===== src/rv_isa_pkg.sv =====
// rv64i isa encodings
package rv_isa_pkg;

    localparam int xlen      = 64;          // gpr and pc width
    localparam int reg_idx_w = 5;

    typedef logic [reg_idx_w-1:0] reg_idx_t;  // x0..x31

    // bit positions inside the 32-bit word
    localparam int rd_lsb     = 7;
    localparam int funct3_lsb = 12;
    localparam int rs1_lsb    = 15;
    localparam int rs2_lsb    = 20;
    localparam int funct7_lsb = 25;

    localparam logic [6:0] funct7_base     = 7'b0000000;  // add, srl, sll
    localparam logic [6:0] funct7_alt      = 7'b0100000;  // sub, sra
    localparam logic [2:0] funct3_bad_load = 3'b111;      // unused load slot in rv64

    // major opcode, inst[6:0]
    typedef enum logic [6:0] {
        LOAD      = 7'b0000011,
        STORE     = 7'b0100011,
        BRANCH    = 7'b1100011,
        JALR      = 7'b1100111,
        JAL       = 7'b1101111,
        OP_IMM    = 7'b0010011,
        OP_IMM_32 = 7'b0011011,
        OP        = 7'b0110011,
        OP_32     = 7'b0111011,
        LUI       = 7'b0110111,
        AUIPC     = 7'b0010111
    } major_op_e;

    // immediate layout picked by the decoder
    typedef enum logic [2:0] {
        IMM_I,
        IMM_S,
        IMM_B,
        IMM_U,
        IMM_J
    } imm_fmt_e;

    // one code per kept instruction, zero is the illegal marker
    typedef enum logic [5:0] {
        OP_ILLEGAL,
        OP_ADD,   OP_SUB,   OP_SLL,   OP_SLT,   OP_SLTU,   // reg-reg
        OP_XOR,   OP_SRL,   OP_SRA,   OP_OR,    OP_AND,
        OP_ADDW,  OP_SUBW,  OP_SLLW,  OP_SRLW,  OP_SRAW,   // 32-bit reg-reg
        OP_ADDI,  OP_SLTI,  OP_SLTIU, OP_XORI,  OP_ORI,    // reg-imm
        OP_ANDI,  OP_SLLI,  OP_SRLI,  OP_SRAI,
        OP_ADDIW, OP_SLLIW, OP_SRLIW, OP_SRAIW,             // 32-bit reg-imm
        OP_LB,    OP_LH,    OP_LW,    OP_LD,               // loads
        OP_LBU,   OP_LHU,   OP_LWU,
        OP_SB,    OP_SH,    OP_SW,    OP_SD,               // stores
        OP_BEQ,   OP_BNE,   OP_BLT,   OP_BGE,              // branches
        OP_BLTU,  OP_BGEU,
        OP_JAL,   OP_JALR,  OP_LUI,   OP_AUIPC
    } rv_op_e;

endpackage


===== src/decode_pkg.sv =====
// decode stage packet types
package decode_pkg;
    import rv_isa_pkg::*;

    localparam int inst_w  = 32;   // instruction word
    localparam int num_gpr = 32;   // register file entries

    // what fetch hands over, 96 bits
    typedef struct packed {
        logic [xlen-1:0]   pc;
        logic [inst_w-1:0] inst;
    } fetch_packet_t;

    // decoder result, 10 bits
    typedef struct packed {
        rv_op_e   op;
        imm_fmt_e fmt;
        logic     uses_rs2;     // rs2 is a real source
    } decode_info_t;

    // operands sent to execute, 192 bits
    typedef struct packed {
        logic [xlen-1:0] src_a;  // gpr[rs1]
        logic [xlen-1:0] src_b;  // gpr[rs2]
        logic [xlen-1:0] imm;    // sign-extended
    } operands_t;

endpackage


===== src/inst_decoder.sv =====
// rv64i instruction decoder
`timescale 1ns/1ns
module inst_decoder import rv_isa_pkg::*, decode_pkg::*; (
    input  logic [inst_w-1:0] inst,
    output decode_info_t      info
);
    major_op_e  major;
    logic [2:0] funct3;
    logic [6:0] funct7;

    assign major  = major_op_e'(inst[6:0]);
    assign funct3 = inst[funct3_lsb +: 3];
    assign funct7 = inst[funct7_lsb +: 7];

    always_comb begin
        info.op       = OP_ILLEGAL;   // unmatched encodings
        info.fmt      = IMM_I;        // loads, jalr, alu-imm
        info.uses_rs2 = 1'b0;
        case (major)
            LOAD: begin
                case (funct3)
                    3'b000:  info.op = OP_LB;
                    3'b001:  info.op = OP_LH;
                    3'b010:  info.op = OP_LW;
                    3'b011:  info.op = OP_LD;
                    3'b100:  info.op = OP_LBU;
                    3'b101:  info.op = OP_LHU;
                    3'b110:  info.op = OP_LWU;
                    default: info.op = OP_ILLEGAL;
                endcase
            end
            STORE: begin
                info.fmt = IMM_S;
                case (funct3)
                    3'b000:  info.op = OP_SB;
                    3'b001:  info.op = OP_SH;
                    3'b010:  info.op = OP_SW;
                    3'b011:  info.op = OP_SD;
                    default: info.op = OP_ILLEGAL;
                endcase
            end
            BRANCH: begin
                info.fmt      = IMM_B;
                info.uses_rs2 = 1'b1;        // compare needs both sources
                case (funct3)
                    3'b000:  info.op = OP_BEQ;
                    3'b001:  info.op = OP_BNE;
                    3'b100:  info.op = OP_BLT;
                    3'b101:  info.op = OP_BGE;
                    3'b110:  info.op = OP_BLTU;
                    3'b111:  info.op = OP_BGEU;
                    default: info.op = OP_ILLEGAL;
                endcase
            end
            JALR: info.op = (funct3 == 3'b000) ? OP_JALR : OP_ILLEGAL;
            JAL: begin
                info.op  = OP_JAL;
                info.fmt = IMM_J;
            end
            LUI, AUIPC: begin
                info.op  = (major == LUI) ? OP_LUI : OP_AUIPC;
                info.fmt = IMM_U;
            end
            OP_IMM: begin
                case (funct3)
                    3'b000:  info.op = OP_ADDI;
                    3'b010:  info.op = OP_SLTI;
                    3'b011:  info.op = OP_SLTIU;
                    3'b100:  info.op = OP_XORI;
                    3'b110:  info.op = OP_ORI;
                    3'b111:  info.op = OP_ANDI;
                    // 6-bit shamt, funct7[0] belongs to it
                    3'b001:  info.op = (funct7[6:1] == funct7_base[6:1]) ? OP_SLLI : OP_ILLEGAL;
                    3'b101:  info.op = (funct7[6:1] == funct7_base[6:1]) ? OP_SRLI :
                                       (funct7[6:1] == funct7_alt[6:1])  ? OP_SRAI : OP_ILLEGAL;
                    default: info.op = OP_ILLEGAL;
                endcase
            end
            OP_IMM_32: begin
                case (funct3)
                    3'b000:  info.op = OP_ADDIW;
                    3'b001:  info.op = (funct7 == funct7_base) ? OP_SLLIW : OP_ILLEGAL;
                    3'b101:  info.op = (funct7 == funct7_base) ? OP_SRLIW :
                                       (funct7 == funct7_alt)  ? OP_SRAIW : OP_ILLEGAL;
                    default: info.op = OP_ILLEGAL;
                endcase
            end
            OP: begin
                info.uses_rs2 = 1'b1;
                case ({funct7, funct3})
                    {funct7_base, 3'b000}: info.op = OP_ADD;
                    {funct7_alt,  3'b000}: info.op = OP_SUB;
                    {funct7_base, 3'b001}: info.op = OP_SLL;
                    {funct7_base, 3'b010}: info.op = OP_SLT;
                    {funct7_base, 3'b011}: info.op = OP_SLTU;
                    {funct7_base, 3'b100}: info.op = OP_XOR;
                    {funct7_base, 3'b101}: info.op = OP_SRL;
                    {funct7_alt,  3'b101}: info.op = OP_SRA;
                    {funct7_base, 3'b110}: info.op = OP_OR;
                    {funct7_base, 3'b111}: info.op = OP_AND;
                    default:               info.op = OP_ILLEGAL;   // m-ext lands here
                endcase
            end
            OP_32: begin
                info.uses_rs2 = 1'b1;
                case ({funct7, funct3})
                    {funct7_base, 3'b000}: info.op = OP_ADDW;
                    {funct7_alt,  3'b000}: info.op = OP_SUBW;
                    {funct7_base, 3'b001}: info.op = OP_SLLW;
                    {funct7_base, 3'b101}: info.op = OP_SRLW;
                    {funct7_alt,  3'b101}: info.op = OP_SRAW;
                    default:               info.op = OP_ILLEGAL;
                endcase
            end
            default: info.op = OP_ILLEGAL;   // system, fence, csr
        endcase
    end

endmodule


===== config.mk =====
export PLATFORM = sky130hd
export DESIGN_NAME = inst_decoder
export DESIGN_NICKNAME = d
export VERILOG_FILES = /design/src/rv_isa_pkg.sv /design/src/decode_pkg.sv /design/src/inst_decoder.sv
export SDC_FILE = /design/constraint.sdc
export NUM_CORES = 1
export LEC_CHECK = 0
export BUFFER_PORTS_ARGS = -buffer_cell sky130_fd_sc_hd__buf_2
export CAP_MARGIN = 20
export CELL_PAD_IN_SITES_DETAIL_PLACEMENT = 2
export CELL_PAD_IN_SITES_GLOBAL_PLACEMENT = 2
export CORE_MARGIN = 3
export CORE_UTILIZATION = 25
export DETAILED_ROUTE_END_ITERATION = 7
export PLACE_DENSITY_LB_ADDON = 0.1
export SLEW_MARGIN = 20
export SYNTH_ARGS = -nofsm -noshare
export SYNTH_HDL_FRONTEND = slang
export SYNTH_SLANG_ARGS = --single-unit

===== constraint.sdc =====
create_clock -name vclk -period 2.1
set_input_delay 0.105 -clock vclk [all_inputs]
set_output_delay 0.105 -clock vclk [all_outputs]
set_load 0.05 [all_outputs]

==> results list, run 1 <==
- ANT cells: 0
- The number of antenna violations at the first check in global routing is 0.
* Number of sequential storage elements: 0
* Final cell utilization of the core: 31.7%
* Pwr Total: 0.140 mW
* Number of port buffers: 27
* Leading cell type by number of instances after synthesis: sky130_fd_sc_hd__nor2_1
- Yosys printed 0 warnings.
- Total area of sequential cells: 0 sq um
- Number of distinct library cell variants in the gate-level netlist after synthesis: 49
- Slew @ Worst Pin: 520 ps
- The synthesized design spends more area on one cell type than any other, namely sky130_fd_sc_hd__a21oi_1.
- Layout clock buffer count: 0
* Final cycle utilization of the critical path: 88.4%
- Measured along the y axis, the die boundary spans 63.0 microns.
- Wire segments on met2 add up to ~1600 microns in the final route.
* Achievable Freq: roughly 540 MHz
* CTS Hold Buffers Added: 0
* Post-synth top cells: sky130_fd_sc_hd__nor2_1, sky130_fd_sc_hd__a21oi_1, sky130_fd_sc_hd__nand2_1
- Sw Pwr: 0.0904 mW
- Portion of synthesized cell area occupied by the leading cell type: 6.78%
- For this design, the slowest cell found on the critical path is sky130_fd_sc_hd__or4_1.
- I/O pin count: 42
* Endpoint required time on the critical path: 2000 ps
- Pin count of the biggest net entering global routing: 25
* Global routing usage summed across all routing layers: 16.9%
- The number of gates resized after CTS was 0.
* Area added between synthesis and finish: 20.2%
- Post-synthesis area per instance: 6.25 sq um
- The number of global-route vias before repair came to 1,130.
- Cell type group with the largest total delay on the critical path: simple AND/OR/NAND/NOR gates
* Worst max-slew margin expressed relative to the limit: approximately 65%
- Startpoint-to-endpoint class of the critical path: in2out
- The number of buffers and inverters on the critical path is 2.
- Setup tns final: 0 ps
- Net Count, Synth: 162
* Average detailed-routed wire length per instance: approximately 17 microns
- # DRC: 0
* Final worst path period need: 1860 ps
* Sw Ratio: 64.6%
- At the placement stage, the worst setup path has a slack of around 230 ps.
- Share of synthesized area occupied by flip-flops and latches: 0%
* Wire length of the first global-routing pass: ~5600 microns
* Int Power: just under 0.05 mW
- Die area: between 3000 and 4000 sq um
* Worst Hold Slack: 697 ps
- Unrepaired setup endpoints after global routing: false
* Number of buffers inserted to repair setup after CTS: 0
* Mapped cell area: slightly above 800 sq um
- The multi-input combinational cells in the finished layout cover a total of roughly 740 sq um.
- For this design the static power due to leakage is approximately 0.40 nW.
- In this run, placement finished with an instance count of 195.
- Combinational share of power: 100.0%
- Worst stage delay on the critical path: 400 ps
- Filler cells: slightly above 400
* Maximum fanout along the worst path: 23
* Floorplan Core Area: 3080 sq um
* Vias/cell: 5.61
- Detailed-router iteration count before antenna repair: 4
- Critical Path AT: 1750 ps
- Relative contribution of the clock network to total power: 0%
- Final cell count without fillers: between 150 and 200
- The highest metal layer carrying signal wires in the routed design is met3.
- Once placement finished, the instance area stood at around 1000 sq um.
- Max_cap viols: 0
* Portion of total power attributed to sequential cells: 0%
- For this configuration, the core starts out at a cell density of 26.4%.
- Result of the run: finished, final reports clean
- Dividing total power by cell area gives a power density of around 140 nW/um^2.
* Row count: 20
- Most area-consuming cells after synthesis: sky130_fd_sc_hd__a21oi_1, sky130_fd_sc_hd__nand3_1, sky130_fd_sc_hd__nor2_1, sky130_fd_sc_hd__nand2_1, sky130_fd_sc_hd__o21ai_0
- Via count: 1,094
- In this run the remaining antenna-violating nets after routing total 0.
- The worst-case IR drop observed on VDD is 0.0000493 V.
- Counting every instance in the synthesized netlist gives 130.
* Crit-path cells: buf_2 > nand2b_1 > nor2_1 > and4b_1 > a31o_1 > or4_1 > buf_2
* Number of nets in the layout: 185
- Met3 wire length: 92 microns
* Wire length after detailed routing: about 3400 microns
- Slack of the critical path: 243 ps
- The first routing iteration left 60 violations.
- Total half-perimeter wirelength after legalization and detailed placement: 2670 microns
* Setup violation total in the final timing report: 0
- Wire length on met1: between 1500 and 2000 microns
* DIE WIDTH: 63.0 microns
- The final count of hold timing violations was 0.
- Max-slew violations: 0
- The path class of the tightest hold or removal check is in2out.
- Final design area excluding fillers: 976 sq um
- CP Capture Type: primary output
- Of the cells placed in the final design, the portion with a size suffix greater than 1 is 25.8%.
- By instance count, the cell type seen most on the critical path is sky130_fd_sc_hd__buf_2.
- GP Congestion: around 0.83
- For this run the aggregate overflow at the end of global routing stands at 0.
- STA classifies the critical path startpoint as an input port.
power groups by stage:
| stage | Clock [mW] | Sequential, mW | Combinational [mW] |
|---|---|---|---|
| after global placement | 0 | 0 | 0.135 |
| after floorplan | 0 | 0 | 0.0919 |
| final | 0 | 0 | 0.140 |
| after CTS | 0 | 0 | 0.141 |
| after detailed placement | 0 | 0 | 0.140 |
| after global routing | 0 | 0 | 0.154 |
worst min-delay path: cells and delay by family:
kind / cells / cell delay [ps]
and+or+nand+nor: 1 / 90
AOI/OAI and AO/OA: 1 / 60
buffers and inverters: 2 / 340
worst paths after layout:
check      from      end  cells past startpoint
max    inst[13]  info[5]                      7
min     inst[6]  info[0]                      4
layout by cell type, fill, tap and decap left out, types with 2 or more instances in the layout:
cell type | Yosys | layout
sky130_fd_sc_hd__a21oi_1 | 11 | 11
sky130_fd_sc_hd__inv_1 | 3 | 3
sky130_fd_sc_hd__nand2_1 | 11 | 11
sky130_fd_sc_hd__and4b_1 | 2 | 2
sky130_fd_sc_hd__o21ai_0 | 7 | 7
sky130_fd_sc_hd__buf_2 | 6 | 27
sky130_fd_sc_hd__nand2b_1 | 5 | 5
sky130_fd_sc_hd__a2111oi_0 | 2 | 2
sky130_fd_sc_hd__buf_4 | 3 | 4
sky130_fd_sc_hd__nor3b_1 | 2 | 2
sky130_fd_sc_hd__or3_1 | 4 | 4
sky130_fd_sc_hd__nand4_1 | 4 | 4
sky130_fd_sc_hd__o21a_1 | 2 | 2
sky130_fd_sc_hd__nor2_1 | 12 | 12
sky130_fd_sc_hd__o21bai_1 | 2 | 2
sky130_fd_sc_hd__nor3_1 | 6 | 6
sky130_fd_sc_hd__and3b_1 | 2 | 2
sky130_fd_sc_hd__nand3_1 | 9 | 9
sky130_fd_sc_hd__mux2i_1 | 2 | 2
sky130_fd_sc_hd__nand3b_1 | 4 | 4
sky130_fd_sc_hd__nor2b_1 | 3 | 3
cells by family after synthesis:
logic type             after synthesis  share of synthesized area, %
multiplexers                         2                          2.47
buffers and inverters               13                          8.32
AO/OA/AOI/OAI                       40                          33.7
AND/OR/NAND/NOR                     75                          55.5
metal layers:
metal  up-vias  global-route usage, %
met5         -                      0
met1       539                   23.3
met2        16                   30.4
li1        539                      -
met3         0                   1.08
met4         0                      0
cell type report:
type | instances | share of cell area [%]
Inverter | 3 | 1.15
Multi-Input combinational cell | 117 | 76.3
Tap cell | 44 | 5.64
Timing Repair Buffer | 31 | 16.9
No activity file was read; power rests on OpenSTA's default activity.
==> run 2, diff against run 1 <==
--- a/config.mk
+++ b/config.mk
@@ -13,6 +13,7 @@
 export CORE_UTILIZATION = 25
 export DETAILED_ROUTE_END_ITERATION = 7
 export PLACE_DENSITY_LB_ADDON = 0.1
+export RECOVER_POWER = 25
 export SLEW_MARGIN = 20
 export SYNTH_ARGS = -nofsm -noshare
 export SYNTH_HDL_FRONTEND = slang
==> run 2 against run 1 <==
  * First-iteration DRC count is 3.3% lower
  * Non-clock buffer count unchanged
  * Global-route usage unchanged
  * Largest cell class unchanged
  * Critical path depth is the same
  * Utilization fell by 0.081 points
  * Die area unchanged
  * Highest routed layer unchanged
==> results list, run 2 (synthesized netlist as in run 1, its figures left out) <==
- Result of the run: finished, final reports clean
* Pin count of the biggest net entering global routing: 25 (unchanged)
- # DRC: 0 (unchanged)
- Beginning of the worst hold path: inst[6]
- The routability congestion estimate from global placement was 0.831 (unchanged).
- The critical path data required time came to 2000 ps (about the same).
- The final wirelength is 3380 microns (-0.50%).
- Total power density per cell area: 143 nW/um^2 (about the same)
- Maximum fanout along the worst path: 23 (unchanged)
- The worst ir drop on vdd was 0.0000489 V (-0.73%).
- Vias/cell: 5.62 (+0.18%)
* Die area: 3970 sq um (unchanged)
- Leakage power summed over all cells: 0.394 nW (-2.2%)
- The final core utilization was 31.6% (-0.081 points).
- I/O pin count: 42 (unchanged)
- The fraction of layout cells with a size suffix above 1 is 24.5% (-1.3 points).
- The post-route fraction of the period consumed by the critical path came to 88.8% (+0.32 points).
- The library cell used most frequently in the layout, excluding fill and tap cells, is sky130_fd_sc_hd__buf_2.
- The number of clock buffers in the layout was 0 (unchanged).
* Global routing usage summed across all routing layers: 16.9% (unchanged)
* Filler cells: 403 (unchanged)
* Crit start category: input port
- The initial cell density of the core was 26.4% (unchanged).
- The number of cells on the worst hold path came to 4 (unchanged).
* Average detailed-routed wire length per instance: 17.3 microns (-0.50%)
* Startpoint-to-endpoint class of the critical path: in2out
* Row count: 20 (unchanged)
- In the layout the commonest cells are sky130_fd_sc_hd__buf_2, sky130_fd_sc_hd__nor2_1, sky130_fd_sc_hd__a21oi_1, sky130_fd_sc_hd__nand2_1, sky130_fd_sc_hd__nand3_1.
* Antenna violations before repair: 0 (unchanged)
* Worst max-slew margin expressed relative to the limit: 60.7% (-4.4 points)
- The count of routing violations after the opening detailed-route iteration was 58 (-3.3%).
- ANT cells: 0 (unchanged)
* Total half-perimeter wirelength after legalization and detailed placement: 2670 microns (unchanged)
- Compared with the post-synthesis result, the final layout area differs by 19.9%.
- The hold buffer count at cts came to 0 (unchanged).
- The number of sequential storage elements was 0 (unchanged).
* Setup tns final: 0 ps (unchanged)
* Number of global-route vias before repair: 1,130 (unchanged)
- The standard cell core area came to 3080 sq um (unchanged).
- Critical Path AT: 1760 ps (about the same)
- Max-slew violations: 0 (unchanged)
- The global-route wire length before repair was 5600 microns (unchanged).
- Class of the tightest hold or removal check: in2out
- Quantity of gates resized following cts: 0 (unchanged)
* Routed Antenna Nets: 0 (unchanged)
- The achievable frequency came to 536 MHz (-0.37%).
- Via count: 1,096 (+0.18%)
- Die span in y: 63.0 microns (unchanged)
- The transition time at the pin with the least slew margin came to 592 ps (+72.3 ps).
- For hold timing, the worst endpoint is info[0].
* Number of nets in the layout: 185 (unchanged)
* Setup violation total in the final timing report: 0 (unchanged)
* Detailed-router iteration count before antenna repair: 4 (unchanged)
* Max_cap viols: 0 (unchanged)
* GRT overflow: 0 (unchanged)
- DIE WIDTH: 63.0 microns (unchanged)
- Final worst path period need: 1860 ps (+6.81 ps)
- STA classifies the critical path endpoint as a primary output.
* Area occupied by multi-input gates: 744 sq um (unchanged)
* Hold Violations, Final: 0 (unchanged)
- Unrepaired setup endpoints after global routing: false
- The post-CTS repair timing setup buffer count is 0 (unchanged).
- The worst slack on hold paths came to 782 ps (+85.0 ps).
- The sequential cell area was 0 sq um (unchanged).
- The final standard cell count with taps included and fillers excluded is 195 (unchanged).
- Number of placed instances, taps included: 195 (unchanged)
- Number of port buffers: 27 (unchanged)
-- run 2: changes by cell type in the layout (fill, tap and decap cells not counted) --
cell	previous run	this run
sky130_fd_sc_hd__buf_2	27	25
sky130_fd_sc_hd__clkbuf_1	0	2
-- run 2: worst max path at each step --
stage | depth (start not counted) | from | to | slack (ps)
2_1_floorplan | 4 | inst[3] | info[9] | 30
3_3_place_gp | 7 | inst[13] | info[5] | 230
3_5_place_dp | 7 | inst[13] | info[5] | 230
4_1_cts | 7 | inst[13] | info[5] | 230
5_1_grt | 7 | inst[3] | info[4] | 50
6_report | 7 | inst[13] | info[5] | 240
-- run 2: worst max-delay path, stage by stage --
cell                       delay [ps]
sky130_fd_sc_hd__buf_2            340
sky130_fd_sc_hd__nand2b_1         180
sky130_fd_sc_hd__nor2_1            60
sky130_fd_sc_hd__and4b_1          220
sky130_fd_sc_hd__a31o_1           210
sky130_fd_sc_hd__or4_1            400
sky130_fd_sc_hd__buf_2            230
-- run 2: layout make-up --
| class | instances | area share [%] |
|---|---|---|
| multi-input combinational | 117 | 76.5 |
| timing repair buffer | 31 | 16.7 |
| tap | 44 | 5.66 |
| inverter | 3 | 1.16 |
-- run 2: through the flow --
step | area (sq um) | setup WS [ps] | total power [mW]
6_report | 973 | 236 | 0.140
5_1_grt | 973 | 51.9 | 0.154
4_1_cts | 976 | 229 | 0.141
3_5_place_dp | 976 | 229 | 0.140
3_3_place_gp | 976 | 232 | 0.135
2_1_floorplan | 812 | 27.2 | 0.0919
-- run 2: where the power goes --
group	leakage, nW	switching, mW	total (mW)	internal, mW
clock network	0	0	0	0
registers	0	0	0	0
logic	0.394	0.0902	0.140	0.0495
-- run 2: routing by layer --
metal  vias up  GRT usage, %  wire length, microns
met5         -             0                     0
met4         0             0                     0
met3         0          1.08                   124
met2        20          30.4                  1640
met1       538          23.3                  1610
li1        538             -                     -
==> run 3, diff against run 2 <==
==> constraint.sdc (replaced) <==
create_clock -name vclk -period 2.18
set_input_delay 0.109 -clock vclk [all_inputs]
set_output_delay 0.109 -clock vclk [all_outputs]
set_load 0.05 [all_outputs]
==> run 3 against run 2 <==
  * Worst setup slack better by 54 ps
  * Die area unchanged
  * Worst hold slack worse by 11 ps
  * Non-clock buffer count down 1
  * Design area down 0.77%
  * First-iteration DRC count down 19%
  * Sequential share of layout area unchanged
  * Count of clock-buffer cells in the layout unchanged
  * Routed wire length down 1.6%
  * Critical path depth unchanged
  * Critical endpoint is now info[7]
  * Power down 4.4%
  * Utilization down 0.24 points
==> results list, run 3 (synthesized netlist as in run 1, its figures left out) <==
* Leakage power summed over all cells: 0.389 nW (-1.4%)
- Worst hold stages: 4 (unchanged)
- Int Power: 0.0473 mW (-4.5%)
* Critical Path AT: 1780 ps (+20 ps)
- The port buffer count was 27 (unchanged).
- The final wirelength is 3320 microns (-1.6%).
* Total half-perimeter wirelength after legalization and detailed placement: 2640 microns (-1.3%)
- Vias/cell: 5.76 (+2.4%)
- ANT cells: 0 (unchanged)
- The area growth from synthesis to layout is 19.0%.
* Number of placed instances, taps included: 194 (-0.51%)
- Pin count of the biggest net entering global routing: 25 (unchanged)
- The hold buffer count at cts came to 0 (unchanged).
* Worst max-slew margin expressed relative to the limit: 60.6% (-0.094 points)
- Portion of total power attributed to sequential cells: 0% (unchanged)
- The aggregate negative setup slack came to 0 ps (unchanged).
- Antenna violations before repair: 0 (unchanged)
- Maximum fanout along the worst path: 23 (unchanged)
- Endpoint required time on the critical path: 2070 ps (+70 ps)
- Setup repair after global routing left no endpoint under its margin.
* Number of global-route vias before repair: 1,132 (+0.18%)
- The initial cell density of the core is 26.4% (unchanged).
- Share of layout cells above drive strength 1: 24.0% (-0.50 points)
* DIE WIDTH: 63.0 microns (unchanged)
- The number of rows created at floorplan is 20 (unchanged).
- The overall die area came to 3970 sq um (unchanged).
* Setup violation total in the final timing report: 0 (unchanged)
- Final worst path period need: about 1900 ps
- The proportion of total power due to net switching came to 64.6% (about the same).
- The routability congestion estimate from global placement was 0.798 (-4.0%).
* Relative contribution of the clock network to total power: 0% (unchanged)
* Most frequent cells in the layout: sky130_fd_sc_hd__buf_2, sky130_fd_sc_hd__nor2_1, sky130_fd_sc_hd__a21oi_1, sky130_fd_sc_hd__nand2_1, sky130_fd_sc_hd__nand3_1
- Max-slew violations: 0 (unchanged)
- Worst setup timing slack at the placement stage: 291 ps (+62.5 ps)
- The min-delay analysis places its worst path in the category in2out.
- The number of gates resized after CTS came to 0 (unchanged).
- CP Capture Type: primary output
* Startpoint-to-endpoint class of the critical path: in2out
* Global routing usage summed across all routing layers: 16.3% (-0.60 points)
- Total power density per cell area: 138 nW/um^2 (-3.7%)
* Result of the run: finished, final reports clean
- Number of buffers inserted to repair setup after CTS: 0 (unchanged)
- The filler cell count was 394 (-2.2%).
- The final standard cell count with taps included and fillers excluded was 194 (-0.51%).
- The y dimension of the die is 63.0 microns (unchanged).
- The number of sequential storage elements came to 0 (unchanged).
- # DRC: 0 (unchanged)
* Layout clock buffer count: 0 (unchanged)
- Total area of sequential cells: 0 sq um (unchanged)
* Detailed-router iteration count before antenna repair: 4 (unchanged)
* Slack of the critical path: 290 ps (+54.5 ps)
- The routed via count came to 1,117 (+1.9%).
- The relative contribution of combinational cells to total power came to 100.0% (about the same).
- Average detailed-routed wire length per instance: 17.1 microns (-1.1%)
* Pwr Total: 0.133 mW (-4.4%)
- The remaining global-route overflow is 0 (unchanged).
- The I/O pin total was 42 (unchanged).
- The worst setup path is launched from an input port.
* Number of nets in the layout: 184 (-0.54%)
* Slew @ Worst Pin: 593 ps (+1.41 ps)
- The worst ir drop on vdd came to 0.0000477 V (-2.5%).
- The count of routing violations after the opening detailed-route iteration is 47 (-19%).
- Derived from the worst setup path, the maximum achievable clock frequency is about 530 MHz.
* Sw Pwr: 0.0862 mW (-4.4%)
- Max_cap viols: 0 (unchanged)
- After layout, the worst path uses 86.7% of the clock period.
* Wire length of the first global-routing pass: 5510 microns (-1.6%)
- The standard cell core area came to 3080 sq um (unchanged).
- Most common library cell in the layout ignoring fill and taps: sky130_fd_sc_hd__buf_2
- Worst Hold Slack: 770 ps (-11.4 ps)
- The final count of hold timing violations came to 0 (unchanged).
- Routed Antenna Nets: 0 (unchanged)
==> run 3: cell count changes in the layout (fill, tap and decap cells not counted) <==
cell / change
sky130_fd_sc_hd__buf_4: -1
==> run 3: worst max-delay path, stage by stage <==
cell                       delay, ps
sky130_fd_sc_hd__buf_2           230
sky130_fd_sc_hd__or3_1           430
sky130_fd_sc_hd__a211oi_2        360
sky130_fd_sc_hd__o21ba_1         210
sky130_fd_sc_hd__o21ai_1          70
sky130_fd_sc_hd__or3_1           110
sky130_fd_sc_hd__buf_2           250
==> run 3: power groups by stage <==
stage,clock network (mW),registers (mW),logic [mW]
floorplan,0,0,0.0885
global placement,0,0,0.129
detailed placement,0,0,0.134
CTS,0,0,0.134
global route,0,0,0.147
finish,0,0,0.133
==> run 3: area by class of cell <==
class | count | area [sq um] | area share (%)
multi-input cells | 117 | 744 | 77.1
inverters | 3 | 11.3 | 1.17
well taps | 44 | 55.1 | 5.70
repair buffers | 30 | 155 | 16.1
==> run 3: routing by layer <==
layer  vias up  share of wire [%]  GRT usage (%)
li1        538                  -              -
met1       552                 48           22.6
met2        27                 49           29.4
met3         0                3.0          0.719
met4         0                  0              0
met5         -                  0              0
==> run 3: worst paths after layout <==
path  startpoint       to
max     inst[13]  info[7]
min      inst[0]  info[3]
==> run 3: metrics by stage <==
| step | util (%) | instance area (sq um) |
|---|---|---|
| after floorplan | - | 812 |
| after global placement | 31.5 | 968 |
| after detailed placement | 31.5 | 968 |
| after CTS | 31.5 | 968 |
| after global routing | 31.4 | 966 |
| final | 31.4 | 966 |
